**config.mk**
```make
export PLATFORM = sky130hd
export DESIGN_NAME = clause_engine_top
export DESIGN_NICKNAME = d
export VERILOG_FILES = /design/src/hdl/clause_pkg.sv /design/src/hdl/clause_engine_top.sv /design/src/hdl/impl_merger.sv /design/src/hdl/clause_bin.sv /design/src/hdl/clause_cell.sv /design/src/hdl/clause_loader.sv
export SDC_FILE = /design/constraint.sdc
export NUM_CORES = 1
export LEC_CHECK = 0
export BUFFER_PORTS_ARGS = -buffer_cell sky130_fd_sc_hd__buf_2
export CAP_MARGIN = 40
export CORE_AREA = 2 2 182 184
export CTS_CLUSTER_DIAMETER = 60
export DETAILED_ROUTE_END_ITERATION = 16
export DIE_AREA = 0 0 184 186
export HOLD_SLACK_MARGIN = 0.15
export MAX_ROUTING_LAYER = met4
export PLACE_DENSITY = 0.81
export SYNTH_ARGS = -nofsm -noshare
export SYNTH_HDL_FRONTEND = slang
export SYNTH_SLANG_ARGS = --single-unit
```
**constraint.sdc**
```tcl
create_clock -name clk -period 4.85 [get_ports clk]
set_input_delay 0.485 -clock clk [delete_from_list [all_inputs] [get_ports clk]]
set_output_delay 0.485 -clock clk [all_outputs]
set_load 0.01 [all_outputs]
```
**src/hdl/clause_pkg.sv**
```systemverilog
`default_nettype none

package clause_pkg;

    // ============================================================
    // Bank geometry
    // ============================================================
    localparam int NUM_CLAUSES   = 8;                        // Clause slots in the bank
    localparam int NUM_VARS      = 8;                        // Variables in the bin
    localparam int CLAUSE_ADDR_W = 3;                        // Selects one slot
    localparam int WIDTH_C_LEN   = 4;                        // Holds a length up to NUM_VARS

    // ============================================================
    // Per-variable fields
    // ============================================================
    localparam int VAR_STATE_W   = 3;
    localparam int LIT_W         = 2;
    localparam int LIT_POS       = 0;                        // Positive literal bit in a field
    localparam int LIT_NEG       = 1;                        // Negated literal bit in a field

    // Packed buses hold variable or clause 0 in the lowest slice
    localparam int LITS_W        = NUM_VARS * LIT_W;
    localparam int VALUE_W       = NUM_VARS * VAR_STATE_W;
    localparam int IMPL_BUS_W    = NUM_CLAUSES * VALUE_W;
    localparam int LEN_BUS_W     = NUM_CLAUSES * WIDTH_C_LEN;

    // ============================================================
    // Variable-state encoding
    // ============================================================
    // Bit 2 only carries meaning on the outputs towards the base
    localparam logic [VAR_STATE_W-1:0] VS_FREE       = 3'b000; // Unassigned or no implication
    localparam logic [VAR_STATE_W-1:0] VS_FALSE      = 3'b001;
    localparam logic [VAR_STATE_W-1:0] VS_TRUE       = 3'b010;
    localparam logic [VAR_STATE_W-1:0] VS_IMPL_FALSE = 3'b101;
    localparam logic [VAR_STATE_W-1:0] VS_IMPL_TRUE  = 3'b110;

endpackage

`default_nettype wire
```
**src/hdl/clause_engine_top.sv**
```systemverilog
`timescale 1ns/10ps
`default_nettype none

module clause_engine_top (
    input  wire                                       clk,
    input  wire                                       arst_n_i,

    // Clause loading
    input  wire                                       clause_wr_i,
    input  wire [clause_pkg::CLAUSE_ADDR_W-1:0]       clause_addr_i,
    input  wire [clause_pkg::LITS_W-1:0]              clause_lits_i,

    // Variable base side
    input  wire [clause_pkg::VALUE_W-1:0]             var_value_i,
    input  wire                                       apply_impl_i,
    input  wire                                       apply_bkt_i,
    output wire [clause_pkg::VALUE_W-1:0]             var_value_o,
    output wire                                       conflict_o,

    // Lengths for the replacement policy
    output wire [clause_pkg::LEN_BUS_W-1:0]           clause_len_o
);

    wire [clause_pkg::NUM_CLAUSES-1:0]  wr;
    wire [clause_pkg::LITS_W-1:0]       lits;
    wire [clause_pkg::WIDTH_C_LEN-1:0]  len;
    wire [clause_pkg::IMPL_BUS_W-1:0]   impl;
    wire [clause_pkg::NUM_CLAUSES-1:0]  cell_conflict;

    // ============================================================
    // Loader, bin and merger
    // ============================================================
    clause_loader u_loader (
        .clk           (clk),
        .arst_n_i      (arst_n_i),
        .clause_wr_i   (clause_wr_i),
        .clause_addr_i (clause_addr_i),
        .clause_lits_i (clause_lits_i),
        .wr_o          (wr),
        .lits_o        (lits),
        .len_o         (len)
    );

    clause_bin u_bin (
        .clk           (clk),
        .arst_n_i      (arst_n_i),
        .wr_i          (wr),
        .lits_i        (lits),
        .len_i         (len),
        .var_value_i   (var_value_i),
        .apply_impl_i  (apply_impl_i),
        .apply_bkt_i   (apply_bkt_i),
        .impl_o        (impl),
        .conflict_o    (cell_conflict),
        .clause_len_o  (clause_len_o)
    );

    impl_merger u_merger (
        .clk           (clk),
        .arst_n_i      (arst_n_i),
        .impl_i        (impl),
        .conflict_i    (cell_conflict),
        .var_value_o   (var_value_o),
        .conflict_o    (conflict_o)
    );

endmodule

`default_nettype wire

```
**src/hdl/impl_merger.sv**
```systemverilog
`timescale 1ns/10ps
`default_nettype none

module impl_merger (
    input  wire                                       clk,
    input  wire                                       arst_n_i,

    input  wire [clause_pkg::IMPL_BUS_W-1:0]          impl_i,
    input  wire [clause_pkg::NUM_CLAUSES-1:0]         conflict_i,

    output logic [clause_pkg::VALUE_W-1:0]            var_value_o,
    output logic                                      conflict_o
);

    logic [clause_pkg::VALUE_W-1:0]   impl_or;
    logic [clause_pkg::NUM_VARS-1:0]  opposing;
    logic [clause_pkg::VALUE_W-1:0]   value_next;
    logic                             conflict_next;

    // ============================================================
    // OR of all cell implications
    // ============================================================
    always_comb begin
        impl_or = '0;
        for (int c = 0; c < clause_pkg::NUM_CLAUSES; c++) begin
            impl_or = impl_or | impl_i[c*clause_pkg::VALUE_W +: clause_pkg::VALUE_W];
        end
    end

    // ============================================================
    // Opposing implications
    // ============================================================
    // Implied true and implied false OR together into both value bits
    for (genvar v = 0; v < clause_pkg::NUM_VARS; v++) begin : g_var
        localparam int SB = v * clause_pkg::VAR_STATE_W;

        assign opposing[v] =
            |(impl_or[SB +: clause_pkg::VAR_STATE_W] & clause_pkg::VS_TRUE) &&
            |(impl_or[SB +: clause_pkg::VAR_STATE_W] & clause_pkg::VS_FALSE);

        assign value_next[SB +: clause_pkg::VAR_STATE_W] =
            opposing[v] ? clause_pkg::VS_FREE : impl_or[SB +: clause_pkg::VAR_STATE_W];
    end

    assign conflict_next = (|conflict_i) || (|opposing);

    always_ff @(posedge clk or negedge arst_n_i) begin
        if (!arst_n_i) begin
            var_value_o <= '0;
            conflict_o  <= 1'b0;
        end else begin
            var_value_o <= value_next;                       // Follows the cells one cycle later
            conflict_o  <= conflict_next;
        end
    end

endmodule

`default_nettype wire

```
**src/hdl/clause_bin.sv**
```systemverilog
`timescale 1ns/10ps
`default_nettype none

module clause_bin (
    input  wire                                       clk,
    input  wire                                       arst_n_i,

    input  wire [clause_pkg::NUM_CLAUSES-1:0]         wr_i,
    input  wire [clause_pkg::LITS_W-1:0]              lits_i,
    input  wire [clause_pkg::WIDTH_C_LEN-1:0]         len_i,

    input  wire [clause_pkg::VALUE_W-1:0]             var_value_i,
    input  wire                                       apply_impl_i,
    input  wire                                       apply_bkt_i,

    output logic [clause_pkg::IMPL_BUS_W-1:0]         impl_o,
    output logic [clause_pkg::NUM_CLAUSES-1:0]        conflict_o,
    output logic [clause_pkg::LEN_BUS_W-1:0]          clause_len_o
);

    // ============================================================
    // Clause cells
    // ============================================================
    // Cell c owns slice c of every per-clause bus
    for (genvar c = 0; c < clause_pkg::NUM_CLAUSES; c++) begin : g_cell
        clause_cell u_cell (
            .clk          (clk),
            .arst_n_i     (arst_n_i),

            .wr_i         (wr_i[c]),
            .lits_i       (lits_i),
            .len_i        (len_i),

            .var_value_i  (var_value_i),
            .apply_impl_i (apply_impl_i),
            .apply_bkt_i  (apply_bkt_i),

            .impl_o       (impl_o[c*clause_pkg::VALUE_W +: clause_pkg::VALUE_W]),
            .conflict_o   (conflict_o[c]),
            .clause_len_o (clause_len_o[c*clause_pkg::WIDTH_C_LEN +: clause_pkg::WIDTH_C_LEN])
        );
    end

endmodule

`default_nettype wire

```
**src/hdl/clause_cell.sv**
```systemverilog
`timescale 1ns/10ps
`default_nettype none

module clause_cell (
    input  wire                                       clk,
    input  wire                                       arst_n_i,

    input  wire                                       wr_i,
    input  wire [clause_pkg::LITS_W-1:0]              lits_i,
    input  wire [clause_pkg::WIDTH_C_LEN-1:0]         len_i,

    input  wire [clause_pkg::VALUE_W-1:0]             var_value_i,
    input  wire                                       apply_impl_i,
    input  wire                                       apply_bkt_i,

    output logic [clause_pkg::VALUE_W-1:0]            impl_o,
    output logic                                      conflict_o,
    output logic [clause_pkg::WIDTH_C_LEN-1:0]        clause_len_o
);

    logic [clause_pkg::LITS_W-1:0]       lits_q;
    logic [clause_pkg::WIDTH_C_LEN-1:0]  len_q;

    logic [clause_pkg::NUM_VARS-1:0]     lit_pos;
    logic [clause_pkg::NUM_VARS-1:0]     lit_neg;
    logic [clause_pkg::NUM_VARS-1:0]     var_true;
    logic [clause_pkg::NUM_VARS-1:0]     var_false;
    logic [clause_pkg::NUM_VARS-1:0]     lit_true;
    logic [clause_pkg::NUM_VARS-1:0]     lit_free;

    logic                                valid;
    logic                                satisfied;
    logic                                unit;
    logic                                conflict_next;
    logic [clause_pkg::VALUE_W-1:0]      impl_next;

    // ============================================================
    // Clause storage
    // ============================================================
    always_ff @(posedge clk or negedge arst_n_i) begin
        if (!arst_n_i) begin
            lits_q <= '0;
            len_q  <= '0;                                    // Empty clause never evaluates
        end else if (wr_i) begin
            lits_q <= lits_i;
            len_q  <= len_i;
        end
    end

    assign clause_len_o = len_q;

    // ============================================================
    // Literal evaluation
    // ============================================================
    for (genvar v = 0; v < clause_pkg::NUM_VARS; v++) begin : g_var
        localparam int LB = v * clause_pkg::LIT_W;
        localparam int SB = v * clause_pkg::VAR_STATE_W;

        assign lit_pos[v]   = lits_q[LB + clause_pkg::LIT_POS];
        assign lit_neg[v]   = lits_q[LB + clause_pkg::LIT_NEG];
        assign var_true[v]  = |(var_value_i[SB +: clause_pkg::VAR_STATE_W] & clause_pkg::VS_TRUE);
        assign var_false[v] = |(var_value_i[SB +: clause_pkg::VAR_STATE_W] & clause_pkg::VS_FALSE);

        // Both polarities present makes the clause a tautology
        assign lit_true[v]  = (lit_pos[v] & lit_neg[v]) |
                              (lit_pos[v] & var_true[v]) |
                              (lit_neg[v] & var_false[v]);
        assign lit_free[v]  = (lit_pos[v] ^ lit_neg[v]) & ~var_true[v] & ~var_false[v];

        assign impl_next[SB +: clause_pkg::VAR_STATE_W] =
            (unit && lit_free[v]) ? (lit_pos[v] ? clause_pkg::VS_IMPL_TRUE
                                                : clause_pkg::VS_IMPL_FALSE)
                                  : clause_pkg::VS_FREE;
    end

    assign valid     = (len_q != '0);
    assign satisfied = |lit_true;

    // Exactly one free literal is left when the free vector is one-hot
    assign unit = valid && !satisfied && (lit_free != '0) &&
                  ((lit_free & (lit_free - 1'b1)) == '0);

    assign conflict_next = valid && !satisfied && (lit_free == '0);

    // ============================================================
    // Result register
    // ============================================================
    always_ff @(posedge clk or negedge arst_n_i) begin
        if (!arst_n_i) begin
            impl_o     <= '0;
            conflict_o <= 1'b0;
        end else if (apply_bkt_i) begin
            impl_o     <= '0;                                // Backtrack wins over apply
            conflict_o <= 1'b0;
        end else if (apply_impl_i) begin
            impl_o     <= impl_next;
            conflict_o <= conflict_next;
        end
    end

endmodule

`default_nettype wire

```
**src/hdl/clause_loader.sv**
```systemverilog
`timescale 1ns/10ps
`default_nettype none

module clause_loader (
    input  wire                                       clk,
    input  wire                                       arst_n_i,

    input  wire                                       clause_wr_i,
    input  wire [clause_pkg::CLAUSE_ADDR_W-1:0]       clause_addr_i,
    input  wire [clause_pkg::LITS_W-1:0]              clause_lits_i,

    output logic [clause_pkg::NUM_CLAUSES-1:0]        wr_o,
    output logic [clause_pkg::LITS_W-1:0]             lits_o,
    output logic [clause_pkg::WIDTH_C_LEN-1:0]        len_o
);

    logic [clause_pkg::NUM_CLAUSES-1:0]  wr_dec;
    logic [clause_pkg::WIDTH_C_LEN-1:0]  lit_cnt;

    // ============================================================
    // Slot decode
    // ============================================================
    always_comb begin
        wr_dec                = '0;
        wr_dec[clause_addr_i] = clause_wr_i;                 // One bit at most per strobe
    end

    // ============================================================
    // Literal count
    // ============================================================
    // A variable counts once, even when both of its literal bits are set
    always_comb begin
        lit_cnt = '0;
        for (int v = 0; v < clause_pkg::NUM_VARS; v++) begin
            if (|clause_lits_i[v*clause_pkg::LIT_W +: clause_pkg::LIT_W]) begin
                lit_cnt = lit_cnt + 1'b1;
            end
        end
    end

    always_ff @(posedge clk or negedge arst_n_i) begin
        if (!arst_n_i) begin
            wr_o <= '0;
        end else begin
            wr_o <= wr_dec;                                  // Strobe lasts a single cycle
        end
    end

    // The clause payload is only meaningful while a bit of wr_o is high
    always_ff @(posedge clk) begin
        if (clause_wr_i) begin
            lits_o <= clause_lits_i;
            len_o  <= lit_cnt;
        end
    end

endmodule

`default_nettype wire

```
; Word level (Yosys, flattened, before mapping)
; Cells that the tools add are included.
[word_totals]
regBits = 413
latch_bits = 0
ram_bits = 0
romBits = 0
input_bits = 48
out_inout_bits = 57
elab_cells = 941
memories = 0
[classes]
add_sub_neg = 15
multipliers = 0
div = 0
magnitude_cmp = 2
n_eq_ne = 0
shifts = 0
muxes = 178
n_bitwise = 544
n_reduce_logical = 165
[ops]
columns = op, count
row1 = 24-bit 2-to-1 mux, 16
row2 = 1-bit AND, 320
row3 = 3-bit 2-to-1 mux, 72
row4 = 24-bit OR, 7
row5 = 8-bit logical NOT, 16
row6 = 2-bit 2-to-1 mux, 64
row7 = 1-bit OR, 128
row8 = 1-bit logical AND, 105
row9 = 8-bit OR reduction, 10
row10 = 8-bit AND, 9
row11 = 8-bit nonzero test, 8
row12 = 8-bit by 1-bit subtractor with 8-bit output (second input constant), 8
row13 = 1-bit bitwise XOR, 64
row14 = 4-bit nonzero test, 8
row15 = 4-bit 2-to-1 mux, 7
row16 = 4-bit by 1-bit adder with 4-bit output (second input constant), 6
row17 = 1-bit 2-to-1 mux, 18
row18 = 1-bit inverter, 16
row19 = 2-bit OR reduction, 8
row20 = 1-bit logical NOT, 8
row21 = 3-bit by 4-bit < comparator with 1-bit output (second input constant), 1
row22 = 1-bit demux with 3-bit select, 1
row23 = 3-bit by 1-bit greater-or-equal comparator with 1-bit output (second input constant), 1
row24 = 1-bit by 1-bit adder with 2-bit output (second input constant), 1
row25 = 2 further kinds, 2

; Logic depth before layout (Yosys ltp)
; Gate-level depths: netlist of run 1.
[depth]
depth_word = 16
depth_mapped = 19

; Cells and area by module
; A second synthesis of run 1 with hierarchy kept.
[hier_totals]
hier_cells = 1889
hier_area_um2 = 20833.7
[by_module_without_submodules]
columns = mod, n_inst, cells_per_inst, area_each_um2, seq_area_each_um2
row1 = clause_cell (u_bin.g_cell[0].u_cell ...), 5, 204, 2243.4, 1126.1
row2 = clause_cell (u_bin.g_cell[5].u_cell ...), 3, 211, 2326.0, 1126.1
row3 = clause_loader, 1, 115, 1422.6, 800.8
row4 = impl_merger, 1, 121, 1216.2, 625.6

; Least setup slack after synthesis of run 1
; No wires, ideal clock.
[synth_path]
kind = input port to flip-flop
startpoint = input clause_lits_i[3] (netlist name)
endpoint = register u_loader.len_o[3] (netlist name) (data pin)
setup_time_ns = 0.266
arrival_ns = 3.561
setup_slack_ns = 1.023
cell_stages = 17
path_buffers = 0
cell_sequence = or2_1 > inv_2 > ha_1 > inv_1 > xnor3_1 > ha_1 > nand2_1 > o211ai_1 > xor2_1 > o22ai_2 > ha_1 > o21ai_0 > xor2_1 > xnor2_1 > xnor2_1 > and4bb_2 > xor2_1
[synth_between]
elab_chain_cells = 14
[synth_rtl]
columns = item, line
row1 = from (decl), clause_engine_top.sv:11  ; input wire [clause_pkg::LITS_W-1:0] clause_lits_i,
row2 = 2-bit OR reduction *, clause_loader.sv:35  ; if (|clause_lits_i[v*clause_pkg::LIT_W +: clause_pkg::LIT_W]) begin
row3 = 4-bit 2-to-1 mux *, clause_loader.sv:35
row4 = 4-bit by 1-bit adder with 4-bit output, clause_loader.sv:36  ; lit_cnt = lit_cnt + 1'b1;
row5 = 4-bit 2-to-1 mux *, clause_loader.sv:35
row6 = 4-bit by 1-bit adder with 4-bit output, clause_loader.sv:36
row7 = 4-bit 2-to-1 mux *, clause_loader.sv:35
row8 = 4-bit by 1-bit adder with 4-bit output, clause_loader.sv:36
row9 = 4-bit 2-to-1 mux *, clause_loader.sv:35
row10 = 4-bit by 1-bit adder with 4-bit output, clause_loader.sv:36
row11 = 4-bit 2-to-1 mux *, clause_loader.sv:35
row12 = 4-bit by 1-bit adder with 4-bit output, clause_loader.sv:36
row13 = 4-bit 2-to-1 mux *, clause_loader.sv:35
row14 = 4-bit by 1-bit adder with 4-bit output, clause_loader.sv:36
row15 = 4-bit 2-to-1 mux *, clause_loader.sv:35
row16 = "via u_loader.lit_cnt, one bit", clause_loader.sv:18  ; logic [clause_pkg::WIDTH_C_LEN-1:0] lit_cnt;
row17 = to (signal assigned), clause_loader.sv:53  ; len_o <= lit_cnt;
row18 = to (decl), clause_loader.sv:14  ; output logic [clause_pkg::WIDTH_C_LEN-1:0] len_o
; The timed path passes the listed nets; every way through them passes the cells marked *.
; A chain may end at the register's enable or synchronous reset.

; Worst setup path in the final report of run 1
[layout_path]
startpoint = input clause_lits_i[1] (netlist name)
endpoint = register u_loader.len_o[3] (netlist name) (data pin)
[layout_between]
elab_chain_cells = 16
[layout_rtl]
columns = item, line
row1 = 2-bit OR reduction *, clause_loader.sv:35
row2 = 1-bit 2-to-1 mux *, clause_loader.sv:35
row3 = 1-bit by 1-bit adder with 2-bit output, clause_loader.sv:36
row4 = 4-bit 2-to-1 mux *, clause_loader.sv:35
row5 = 4-bit by 1-bit adder with 4-bit output, clause_loader.sv:36
row6 = 4-bit 2-to-1 mux *, clause_loader.sv:35
row7 = 4-bit by 1-bit adder with 4-bit output, clause_loader.sv:36
row8 = 4-bit 2-to-1 mux *, clause_loader.sv:35
row9 = 4-bit by 1-bit adder with 4-bit output, clause_loader.sv:36
row10 = 4-bit 2-to-1 mux *, clause_loader.sv:35
row11 = 4-bit by 1-bit adder with 4-bit output, clause_loader.sv:36
row12 = 4-bit 2-to-1 mux *, clause_loader.sv:35
row13 = 4-bit by 1-bit adder with 4-bit output, clause_loader.sv:36
row14 = 4-bit 2-to-1 mux *, clause_loader.sv:35
row15 = 4-bit by 1-bit adder with 4-bit output, clause_loader.sv:36
row16 = 4-bit 2-to-1 mux *, clause_loader.sv:35
row17 = "via u_loader.lit_cnt, one bit", clause_loader.sv:18
; Marked as above.

==> results of run 1 <==
## final cells by class
| cell class | count | area (sq um) |
|---|---|---|
| antenna | 2 | 5.005 |
| clock buffer | 65 | 1331 |
| clock inverter | 14 | 146.4 |
| fill | 2407 | 11110 |
| inverter | 55 | 206.4 |
| multi-input combinational | 1167 | 7557 |
| sequential | 413 | 10440 |
| tap | 408 | 510.5 |
| timing repair buffer | 133 | 903.4 |
## critical path, stage by stage
cell and delay, ns:
dlygate4sd3_1 0.54, buf_2 0.14, nor2_2 0.33, ha_1 0.31
inv_1 0.10, xnor2_1 0.41, mux2_2 0.25, ha_1 0.23
nand2_1 0.06, o211ai_1 0.11, xor2_1 0.18, o22ai_2 0.23
ha_1 0.18, o21ai_0 0.09, xor2_1 0.16, xnor2_1 0.14
xnor2_1 0.17, and4bb_2 0.27, xor2_1 0.17
## flip-flops by register name, indices dropped and copies added (netlist names)
signal	flops
u_loader.len_o	4
u_bin.g_cell.u_cell.clause_len_o	32
u_merger.conflict_o	1
u_bin.g_cell.u_cell.conflict_o	8
u_loader.lits_o	16
u_bin.g_cell.u_cell.impl_o	192
u_loader.wr_o	8
u_merger.var_value_o	24
u_bin.g_cell.u_cell.lits_q	128
## layer usage
layer | wire length (microns) | global-route usage (%) | up-vias
li1 | - | - | 6391
met1 | 23290 | 48.98 | 7381
met2 | 25400 | 52.83 | 939
met3 | 7644 | 10.39 | 175
met4 | 3045 | 17.15 | 0
met5 | 0 | - | -
## power groups by stage
stage | sequential [mW] | clock [mW] | combinational, mW
2_1_floorplan | 4.29 | 0 | 1.12
4_1_cts | 4.44 | 3.42 | 1.79
3_3_place_gp | 4.47 | 0 | 1.70
3_5_place_dp | 4.49 | 0 | 1.76
6_report | 4.48 | 3.40 | 1.82
5_1_grt | 4.50 | 3.57 | 2.00
## worst max path at each step
| stage | slack, ns | end | depth (start not counted) | start |
|---|---|---|---|---|
| global placement | 0.69 | u_loader.len_o[3] | 17 | clause_lits_i[1] |
| floorplan | 1.02 | u_loader.len_o[3] | 17 | clause_lits_i[3] |
| finish | 0.60 | u_loader.len_o[3] | 19 | clause_lits_i[1] |
| detailed placement | 0.61 | u_loader.len_o[3] | 18 | clause_lits_i[1] |
| global route | 0.33 | u_loader.len_o[3] | 19 | clause_lits_i[1] |
| CTS | 0.62 | u_loader.len_o[3] | 19 | clause_lits_i[1] |
## synth_stat cells (4+ instances only)
library cell  number
a221oi_1           8
clkbuf_1          56
a211oi_2           4
o31ai_1           47
nand3_1           61
mux2_2           113
nand2_1          335
ha_1              70
nor2_1            56
nor2_2             6
or4_1             25
xnor2_1           13
a21o_1            17
nand4_1           21
a22oi_1           40
nor3_1            20
or2_1              4
o21ai_1           51
nor4_1            52
a21oi_1           25
maj3_1             4
and2_1             9
mux2i_1            9
a222oi_1          10
inv_1             54
dfrtp_1          393
a22o_1            29
buf_2             17
a41oi_1            4
o21ai_0           97
edfxtp_1          20
## repair_timing
action                     in CTS  in global routing
setup endpoints to repair       0                  0
hold buffers                   14                  0
hold endpoints to repair      134                  0
buffers inserted                0                  0
## cells by family (layout without fill, tap and decap cells)
group | count (synthesis) | after routing | share of synthesized area, %
and+or+nand+nor | 602 | 602 | 14.75
xor gates and xnor gates | 17 | 17 | 0.8782
muxes | 122 | 122 | 7.356
DFF | 413 | 413 | 56.34
adders and majority gates | 74 | 74 | 4.945
AOI/OAI and AO/OA | 352 | 352 | 12.78
buffers and inverters | 133 | 267 | 2.952
other | 0 | 2 | 0
## stage by stage
stage	power [mW]	util [%]
finish	9.697	65.50
global route	10.07	65.50
CTS	9.646	65.49
detailed placement	6.249	60.46
global placement	6.173	60.15
floorplan	5.411	-
==> results.sh, run 1 <==
export IMPL_nNetsFinal=1931
export IMPL_via_count=14890
export IMPL_io_pins=105
export IMPL_rr_worst_depth=8
export IMPL_synth_avg_cell_area_sq_um=10.81
export IMPL_cap_violations=0
export IMPL_dpl_cell_area_sq_um=19470
export IMPL_drc=0
export IMPL_setup_slack_ns=0.5969
export IMPL_synth_top_area_share_pct=53.09
export IMPL_p_sw_share_pct=30.88
export IMPL_grt_max_degree=140
export IMPL_cts_resized=0
export IMPL_ys_warn_count=0
export IMPL_hold_end="u_loader.lits_o[13]"
export IMPL_critical_path_class="in -> reg"
export IMPL_dp_slack_ns=0.6094
export IMPL_start_util_pct=57.51
export IMPL_cts_made_buffers=43
export IMPL_rows=66
export IMPL_core_sq_um=32210
export IMPL_ys_seq_elements=413
export IMPL_min_period_ns=4.253
export IMPL_min_delay_start="clause_lits_i[13]"
export IMPL_drtIter0Drc=1545
export IMPL_vias_per_cell=6.595
export IMPL_final_cell_mix="393 x dfrtp_1, 335 x nand2_1, 113 x mux2_2, 97 x o21ai_0, 95 x buf_2"
export IMPL_fmax_mhz=235.1
export IMPL_grt_pass1_wl_microns=89710
export IMPL_cts_tree="done"
export IMPL_routed_wirelength_microns=59380
export IMPL_stdcell_count=2257
export IMPL_grt_pass1_vias=14830
export IMPL_finalSetupViolations=0
export IMPL_gr_total_overflow=0
export IMPL_clock_sinks=413
export IMPL_ys_seq_area_share_pct=56.34
export IMPL_fin_hold_ws_ns=0.1609
export IMPL_maxSlewViolCount=0
export IMPL_firstDrtPassIters=6
export IMPL_reg2reg_to="u_bin.g_cell[5].u_cell.impl_o[10]"
export IMPL_final_setup_skew_ns=0.01670
export IMPL_yosys_most_used_dff="dfrtp_1"
export IMPL_final_layout_size_suffix_gt1_share_pct=17.65
export IMPL_chipWidth_microns=184
export IMPL_synthCells=1713
export IMPL_dp_cells=2162
export IMPL_whs_path_depth=1
export IMPL_intPower_mw=6.703
export IMPL_yosys_area_top_type="dfrtp_1"
export IMPL_gp_congestion=1.039
export IMPL_htree_levels=2
export IMPL_clkLatencyLatePin_ns=0.55
export IMPL_synth_area_top_cells="dfrtp_1 53%, mux2_2 6.9%, nand2_1 6.8%, ha_1 4.7%, edfxtp_1 3.2%"
export IMPL_cp_required_ns=5.13
export IMPL_portBuffers=96
export IMPL_die_height_microns=186
export IMPL_layout_cells_most_common="dfrtp_1"
export IMPL_grt_usage_pct=36.89
export IMPL_power_switching_mw=2.994
export IMPL_path_clk_slew_ns=0.06
export IMPL_pwr_share_seq_pct=46.2
export IMPL_cts_root_buf="clkbuf_16"
export IMPL_hold_viol=0
export IMPL_rsz0062_at_grt="no"
export IMPL_syn_to_final_growth_pct=13.89
export IMPL_clock_path_buffers=3
export IMPL_die_area_sq_um=34220
export IMPL_synth_edf_count=20
export IMPL_path_max_fanout=8
export IMPL_setup_tns_ns=0
export IMPL_wl_per_cell_microns=26.31
export IMPL_hpwl_microns=41660
export IMPL_outcome="complete, no violations"
export IMPL_slew_headroom_pct=37.85
export IMPL_p_clk_share_pct=35.1
export IMPL_yosys_cell_types_count=61
export IMPL_ant_nets=0
export IMPL_rrSetupSlack_ns=1.68
export IMPL_syn_num_nets=1831
export IMPL_ys_async_sr_fraction_pct=95.16
export IMPL_cp_end_kind="flip-flop"
export IMPL_combinationalPowerShare_pct=18.8
export IMPL_period_share_pct=87.69
export IMPL_tightest_slew_ns=0.9323
export IMPL_synthesis_area_sq_um=18520
export IMPL_hp_class="in -> reg"
export IMPL_finalInstanceArea_sq_um=21100
export IMPL_crit_arrival_ns=4.54
export IMPL_pwr_density_cell_nw_per_um2=459.7
export IMPL_peakVddDrop_v=0.0004436
export IMPL_leakage_nw=9.949
export IMPL_cp_start_kind="input port"
export IMPL_r2r_start="u_bin.g_cell[5].u_cell.lits_q[0]"
export IMPL_antenna_found_initial=2
Power figures use the tool's default switching activity.
==> run 2: changes to the inputs <==
--- a/config.mk
+++ b/config.mk
@@ -7,13 +7,14 @@
 export LEC_CHECK = 0
 export BUFFER_PORTS_ARGS = -buffer_cell sky130_fd_sc_hd__buf_2
 export CAP_MARGIN = 40
-export CORE_AREA = 2 2 182 184
+export CORE_AREA = 2 2 193 195
 export CTS_CLUSTER_DIAMETER = 60
 export DETAILED_ROUTE_END_ITERATION = 16
-export DIE_AREA = 0 0 184 186
+export DIE_AREA = 0 0 195 197
 export HOLD_SLACK_MARGIN = 0.15
 export MAX_ROUTING_LAYER = met4
-export PLACE_DENSITY = 0.81
+export PLACE_DENSITY = 0.8
 export SYNTH_ARGS = -nofsm -noshare
 export SYNTH_HDL_FRONTEND = slang
+export SYNTH_HIERARCHICAL = 1
 export SYNTH_SLANG_ARGS = --single-unit
==> run 2 against run 1 <==
Against the previous run: clock power rose by 3%; worst setup slack got worse by 0.36 ns; highest routed layer unchanged; die area up 12%.
==> results.sh, run 2 <==
export IMPL_syn_num_nets=2008
export IMPL_portBuffers=96
export IMPL_fin_hold_ws_ns=0.1922
export IMPL_dp_slack_ns=0.1055
export IMPL_path_clk_slew_ns=0.06
export IMPL_final_layout_size_suffix_gt1_share_pct=22.24
export IMPL_layout_cells_most_common="dfrtp_1"
export IMPL_chipWidth_microns=195
export IMPL_ant_nets=0
export IMPL_rr_worst_depth=6
export IMPL_stdcell_count=2515
export IMPL_power_switching_mw=3.362
export IMPL_finalPower_mw=10.39
export IMPL_ys_warn_count=6
export IMPL_hold_viol=0
export IMPL_wl_per_cell_microns=26.17
export IMPL_grt_pass1_vias=16290
export IMPL_cts_tree="done"
export IMPL_rsz0062_at_grt="no"
export IMPL_combinationalPowerShare_pct=22.6
export IMPL_start_util_pct=57.46
export IMPL_gp_congestion=0.9985
export IMPL_r2r_start="u_bin/g_cell[0].u_cell/lits_q[2]"
export IMPL_vias_per_cell=6.577
export IMPL_clkLatencyLatePin_ns=0.57
export IMPL_routed_wirelength_microns=65820
export IMPL_whs_path_depth=1
export IMPL_nNetsFinal=2133
export IMPL_final_setup_skew_ns=0.02231
export IMPL_yosys_most_used_dff="dfrtp_1"
export IMPL_die_height_microns=197
export IMPL_core_sq_um=36260
export IMPL_grt_pass1_wl_microns=99370
export IMPL_slew_headroom_pct=42.55
export IMPL_hpwl_microns=47680
export IMPL_post_cts_setup_buffers=0
export IMPL_antenna_found_initial=1
export IMPL_synth_area_top_cells="dfrtp_1 47%, mux2_2 7.0%, nand2_1 5.0%, ha_1 4.3%, edfxtp_1 2.9%"
export IMPL_cp_required_ns=5.16
export IMPL_drc=0
export IMPL_path_max_fanout=4
export IMPL_p_sw_share_pct=32.36
export IMPL_dpl_cell_area_sq_um=21930
export IMPL_final_cell_mix="393 x dfrtp_1, 279 x nand2_1, 129 x mux2_2, 95 x buf_2, 77 x o21ai_0"
export IMPL_die_area_sq_um=38420
export IMPL_synth_top_area_share_pct=47.20
export IMPL_cts_made_buffers=44
export IMPL_finalInstanceArea_sq_um=23610
export IMPL_synth_avg_cell_area_sq_um=11.03
export IMPL_peakVddDrop_v=0.0003207
export IMPL_yosys_area_top_type="dfrtp_1"
export IMPL_ys_top_cells_by_count="393 x dfrtp_1, 280 x nand2_1, 129 x mux2_2"
export IMPL_largest_reg_flops=192
export IMPL_min_delay_start="clause_lits_i[10]"
export IMPL_final_core_util_pct=65.11
export IMPL_gr_total_overflow=0
export IMPL_syn_to_final_growth_pct=13.33
export IMPL_setup_slack_ns=0.2353
export IMPL_rows=70
export IMPL_p_clk_share_pct=33.6
export IMPL_synthesis_area_sq_um=20830
export IMPL_ys_async_sr_fraction_pct=95.16
export IMPL_dp_cells=2420
export IMPL_via_count=16540
export IMPL_outcome="complete, no violations"
export IMPL_pwr_density_cell_nw_per_um2=440.0
export IMPL_io_pins=105
export IMPL_cts_root_buf="clkbuf_16"
export IMPL_setup_tns_ns=0
export IMPL_leakage_nw=10.37
export IMPL_drtIter0Drc=2064
export IMPL_crit_start="clause_lits_i[3]"
export IMPL_yosys_cell_types_count=70
export IMPL_largest_register="u_bin/g_cell.u_cell/impl_o"
export IMPL_ys_seq_area_share_pct=50.09
export IMPL_post_synth_top_count_cell="dfrtp_1"
export IMPL_tightest_slew_ns=0.8551
export IMPL_firstDrtPassIters=9
export IMPL_intPower_mw=7.027
export IMPL_clock_path_buffers=3
export IMPL_grt_max_degree=123
export IMPL_grt_usage_pct=35.68
export IMPL_fmax_mhz=216.7
export IMPL_cap_violations=0
export IMPL_min_period_ns=4.615
export IMPL_period_share_pct=95.15
export IMPL_finalSetupViolations=0
export IMPL_cp_end_kind="flip-flop"
export IMPL_clock_sinks=413
export IMPL_crit_arrival_ns=4.92
export IMPL_critical_path_class="in -> reg"
export IMPL_ys_seq_elements=413
export IMPL_pwr_share_seq_pct=43.8
export IMPL_htree_levels=2
export IMPL_hp_class="in -> reg"
export IMPL_synthCells=1889
export IMPL_cp_start_kind="input port"
export IMPL_maxSlewViolCount=0
export IMPL_synth_edf_count=20
## run 2: worst paths after layout
kind                                                     endpoint  slack, ns
worst max-delay path                            u_loader/len_o[1]       0.24
worst min-delay path                          u_loader/lits_o[10]       0.19
worst max register to register   u_bin/g_cell[0].u_cell/impl_o[0]       2.01
worst min register to register  u_bin/g_cell[0].u_cell/impl_o[14]       0.47
max in group asynchronous       u_bin/g_cell[6].u_cell/impl_o[18]       3.14
min in group asynchronous        u_bin/g_cell[1].u_cell/lits_q[7]       0.52
## run 2: what timing repair did
action | CTS | global route
hold endpoints to repair | 115 | 0
hold buffers | 16 | 0
gates resized for setup | 0 | 4
setup endpoints to repair | 0 | 1
## run 2: cell families (layout without fill, tap and decap cells)
| group | count (synthesis) | in the layout | share of synthesized area [%] |
|---|---|---|---|
| AOI/OAI and AO/OA | 373 | 373 | 12.97 |
| xor gates and xnor gates | 14 | 14 | 0.7267 |
| adders and majority gates | 79 | 79 | 4.648 |
| buffers and inverters | 104 | 261 | 2.288 |
| DFF | 413 | 413 | 50.09 |
| muxes | 130 | 130 | 7.027 |
| other | 0 | 1 | 0 |
| and+or+nand+nor | 776 | 776 | 22.26 |
## run 2: power by group through the flow
| stage | Sequential (mW) | Clock (mW) | Combinational [mW] |
|---|---|---|---|
| 6_report | 4.55 | 3.49 | 2.35 |
| 5_1_grt | 4.58 | 3.67 | 2.54 |
| 4_1_cts | 4.51 | 3.54 | 2.29 |
| 3_5_place_dp | 4.57 | 0 | 2.25 |
| 3_3_place_gp | 4.55 | 0 | 2.19 |
| 2_1_floorplan | 4.32 | 0 | 1.51 |
## run 2: worst max-delay path, stage by stage
cell and delay [ns]:
dlygate4sd3_1 0.53, buf_2 0.12, or2_2 0.30, ha_1 0.35, or3b_4 0.42, nand2_2 0.10
ha_1 0.23, o21ai_0 0.11, o31ai_1 0.12, ha_1 0.32, nor2_1 0.14, nor2_1 0.06
ha_1 0.29, o21ai_2 0.09, nand2_1 0.08, ha_1 0.29, nor2_1 0.13, a31o_1 0.15
inv_1 0.07, ha_1 0.28, mux2_2 0.26
## run 2: area by class of cell
type / count / area (sq um)
Clock buffer: 60 / 1264
Multi-Input combinational cell: 1372 / 9931
Fill cell: 2855 / 12650
Antenna cell: 1 / 2.502
Timing Repair Buffer: 135 / 970.9
Inverter: 48 / 180.2
Sequential cell: 413 / 10440
Tap cell: 468 / 585.6
Clock inverter: 18 / 241.5
## run 2: routing by layer
| layer | part of all wire, % | vias up | GRT usage (%) |
|---|---|---|---|
| li1 | - | 7293 | - |
| met1 | 40 | 8123 | 47.37 |
| met2 | 43 | 954 | 51.71 |
| met3 | 12 | 171 | 10.44 |
| met4 | 4.2 | 0 | 14.36 |
| met5 | 0 | - | - |
==> run 3: changes to the inputs <==
--- a/config.mk
+++ b/config.mk
@@ -7,13 +7,14 @@
 export LEC_CHECK = 0
 export BUFFER_PORTS_ARGS = -buffer_cell sky130_fd_sc_hd__buf_2
 export CAP_MARGIN = 40
-export CORE_AREA = 2 2 193 195
+export CORE_AREA = 2 2 232 234
 export CTS_CLUSTER_DIAMETER = 60
 export DETAILED_ROUTE_END_ITERATION = 16
-export DIE_AREA = 0 0 195 197
+export DIE_AREA = 0 0 234 236
 export HOLD_SLACK_MARGIN = 0.15
 export MAX_ROUTING_LAYER = met4
-export PLACE_DENSITY = 0.8
+export PLACE_DENSITY = 0.61
+export SLEW_MARGIN = 20
 export SYNTH_ARGS = -nofsm -noshare
 export SYNTH_HDL_FRONTEND = slang
 export SYNTH_HIERARCHICAL = 1
==> run 3 against run 2 <==
Against the previous run: non-clock buffer count increased by 5; critical path depth unchanged; final cell count increased by 9.6%; sequential share of layout area decreased by 0.58 points; first-iteration DRC count decreased by 15%; worst setup slack got worse by 0.045 ns; sequential power about the same; cell area increased by 1.3%; hold slack got worse by 0.0092 ns; combinational power decreased by 2%; largest power group unchanged; register-to-register slack improved by 0.20 ns.
==> results.sh, run 3 (same netlist as run 2, synthesis figures left out) <==
export IMPL_outcome="complete, no violations"
export IMPL_final_cell_mix="393 x dfrtp_1, 279 x nand2_1, 129 x mux2_2, 95 x buf_2, 78 x o21ai_0"
export IMPL_firstDrtPassIters=7
export IMPL_cts_tree="done"
export IMPL_p_sw_share_pct=32.58
export IMPL_setup_slack_ns=0.1908
export IMPL_largest_register="u_bin/g_cell.u_cell/impl_o"
export IMPL_rsz0062_at_grt="no"
export IMPL_drc=0
export IMPL_vias_per_cell=5.889
export IMPL_hold_viol=0
export IMPL_hold_end="u_loader/wr_o[6]"
export IMPL_setup_tns_ns=0
export IMPL_pwr_density_cell_nw_per_um2=434.4
export IMPL_top_usage_layer="met2"
export IMPL_grt_util_met1_pct=36.34
export IMPL_period_share_pct=96.07
export IMPL_critical_path_class="in -> reg"
export IMPL_largest_reg_flops=192
export IMPL_antenna_found_initial=0
export IMPL_grt_max_degree=105
export IMPL_core_sq_um=53070
export IMPL_die_area_sq_um=55220
export IMPL_fmax_mhz=214.6
export IMPL_post_cts_setup_buffers=0
export IMPL_die_height_microns=236
export IMPL_layout_cells_most_common="dfrtp_1"
export IMPL_leakage_nw=10.39
export IMPL_intPower_mw=7.007
export IMPL_fillCellCount=4906
export IMPL_htree_levels=2
export IMPL_cap_violations=0
export IMPL_cp_start_kind="input port"
export IMPL_dp_cells=2652
export IMPL_reg2reg_to="u_bin/g_cell[4].u_cell/impl_o[0]"
export IMPL_power_switching_mw=3.387
export IMPL_final_setup_skew_ns=0.02232
export IMPL_path_clk_slew_ns=0.06
export IMPL_hpwl_microns=51050
export IMPL_gp_congestion=0.8994
export IMPL_finalPower_mw=10.39
export IMPL_start_util_pct=39.26
export IMPL_routed_wirelength_microns=68440
export IMPL_crit_arrival_ns=4.99
export IMPL_rr_worst_depth=6
export IMPL_chipWidth_microns=234
export IMPL_slew_headroom_pct=38.70
export IMPL_p_clk_share_pct=34.1
export IMPL_final_core_util_pct=45.08
export IMPL_clkLatencyLatePin_ns=0.60
export IMPL_tightest_slew_ns=0.9125
export IMPL_grt_pass1_wl_microns=102400
export IMPL_min_delay_start="clause_addr_i[1]"
export IMPL_clock_path_buffers=3
export IMPL_dp_slack_ns=0.1183
export IMPL_peakVddDrop_v=0.0003403
export IMPL_r2r_start="u_bin/g_cell[4].u_cell/lits_q[2]"
export IMPL_drtIter0Drc=1748
export IMPL_grt_pass1_vias=15930
export IMPL_via_count=16240
export IMPL_path_max_fanout=4
export IMPL_whs_path_depth=3
export IMPL_combinationalPowerShare_pct=22.3
export IMPL_nNetsFinal=2142
export IMPL_met3_usage_pct=4.110
export IMPL_clock_sinks=413
export IMPL_rows=85
export IMPL_io_pins=105
export IMPL_min_period_ns=4.659
export IMPL_maxSlewViolCount=0
export IMPL_grt_met2_usage_pct=38.13
export IMPL_cts_root_buf="clkbuf_16"
export IMPL_wl_per_cell_microns=24.83
export IMPL_grt_usage_pct=25.74
export IMPL_gr_total_overflow=0
export IMPL_finalSetupViolations=0
export IMPL_ant_nets=0
export IMPL_final_layout_size_suffix_gt1_share_pct=22.72
export IMPL_cp_end_kind="flip-flop"
export IMPL_syn_to_final_growth_pct=14.84
export IMPL_portBuffers=96
export IMPL_cp_required_ns=5.18
export IMPL_rrSetupSlack_ns=2.21
export IMPL_stdcell_count=2757
export IMPL_hp_class="in -> reg"
export IMPL_cts_made_buffers=48
export IMPL_pwr_share_seq_pct=43.6
-- run 3: final cells by class --
cell class	instances	area, sq um	area share (%)
Sequential cell	413	10440	43.61
Multi-Input combinational cell	1372	9945	41.56
Clock buffer	69	1371	5.732
Timing Repair Buffer	140	943.4	3.943
Tap cell	696	870.8	3.640
Inverter	48	180.2	0.7531
Clock inverter	18	177.7	0.7426
Antenna cell	1	2.502	0.01046
-- run 3: power groups by stage --
stage / clock network [mW] / registers, mW / logic [mW]
after floorplan: 0 / 4.32 / 1.51
after global placement: 0 / 4.57 / 2.21
after detailed placement: 0 / 4.58 / 2.24
after CTS: 3.63 / 4.52 / 2.28
after global routing: 3.77 / 4.58 / 2.53
final: 3.55 / 4.53 / 2.31
-- run 3: per-stage QoR --
step | instance area, sq um | hold WS [ns]
after floorplan | 20830 | 0.1894
after global placement | 22060 | 0.4511
after detailed placement | 22190 | 0.4569
after CTS | 23900 | 0.1572
after global routing | 23920 | 0.1729
final | 23930 | 0.1830
-- run 3: worst max path at each step --
stage	from	endpoint	slack [ns]	cells past startpoint
after floorplan	clause_lits_i[3]	u_loader/len_o[1]	0.54	19
after global placement	clause_lits_i[3]	u_loader/len_o[1]	0.19	20
after detailed placement	clause_lits_i[3]	u_loader/len_o[1]	0.12	20
after CTS	clause_lits_i[3]	u_loader/len_o[1]	0.17	21
after global routing	clause_lits_i[3]	u_loader/len_o[1]	0.03	21
final	clause_lits_i[3]	u_loader/len_o[1]	0.19	21
-- run 3: worst max-delay path, cell delays in order --
cell	delay, ns
dlygate4sd3_1	0.53
buf_2	0.12
or2_2	0.33
ha_4	0.30
or3b_1	0.41
nand2_2	0.11
ha_1	0.24
o21ai_0	0.11
o31ai_1	0.12
ha_1	0.33
nor2_2	0.14
nor2_1	0.06
ha_1	0.28
o21ai_0	0.14
nand2_1	0.11
ha_1	0.30
nor2_1	0.10
a31o_1	0.15
inv_1	0.07
ha_1	0.29
mux2_2	0.26
-- run 3: timing repair --
action	in CTS	in global routing
endpoints found under the setup margin	0	1
resized for setup	0	3
hold endpoints to repair	113	0
hold buffers	16	0
-- run 3: metal layers --
metal  part of all wire (%)  vias to the layer above
met5                      0                        -
met4                    2.7                        0
met3                    7.7                      116
met2                     44                      688
met1                     45                     8103
li1                       -                     7328
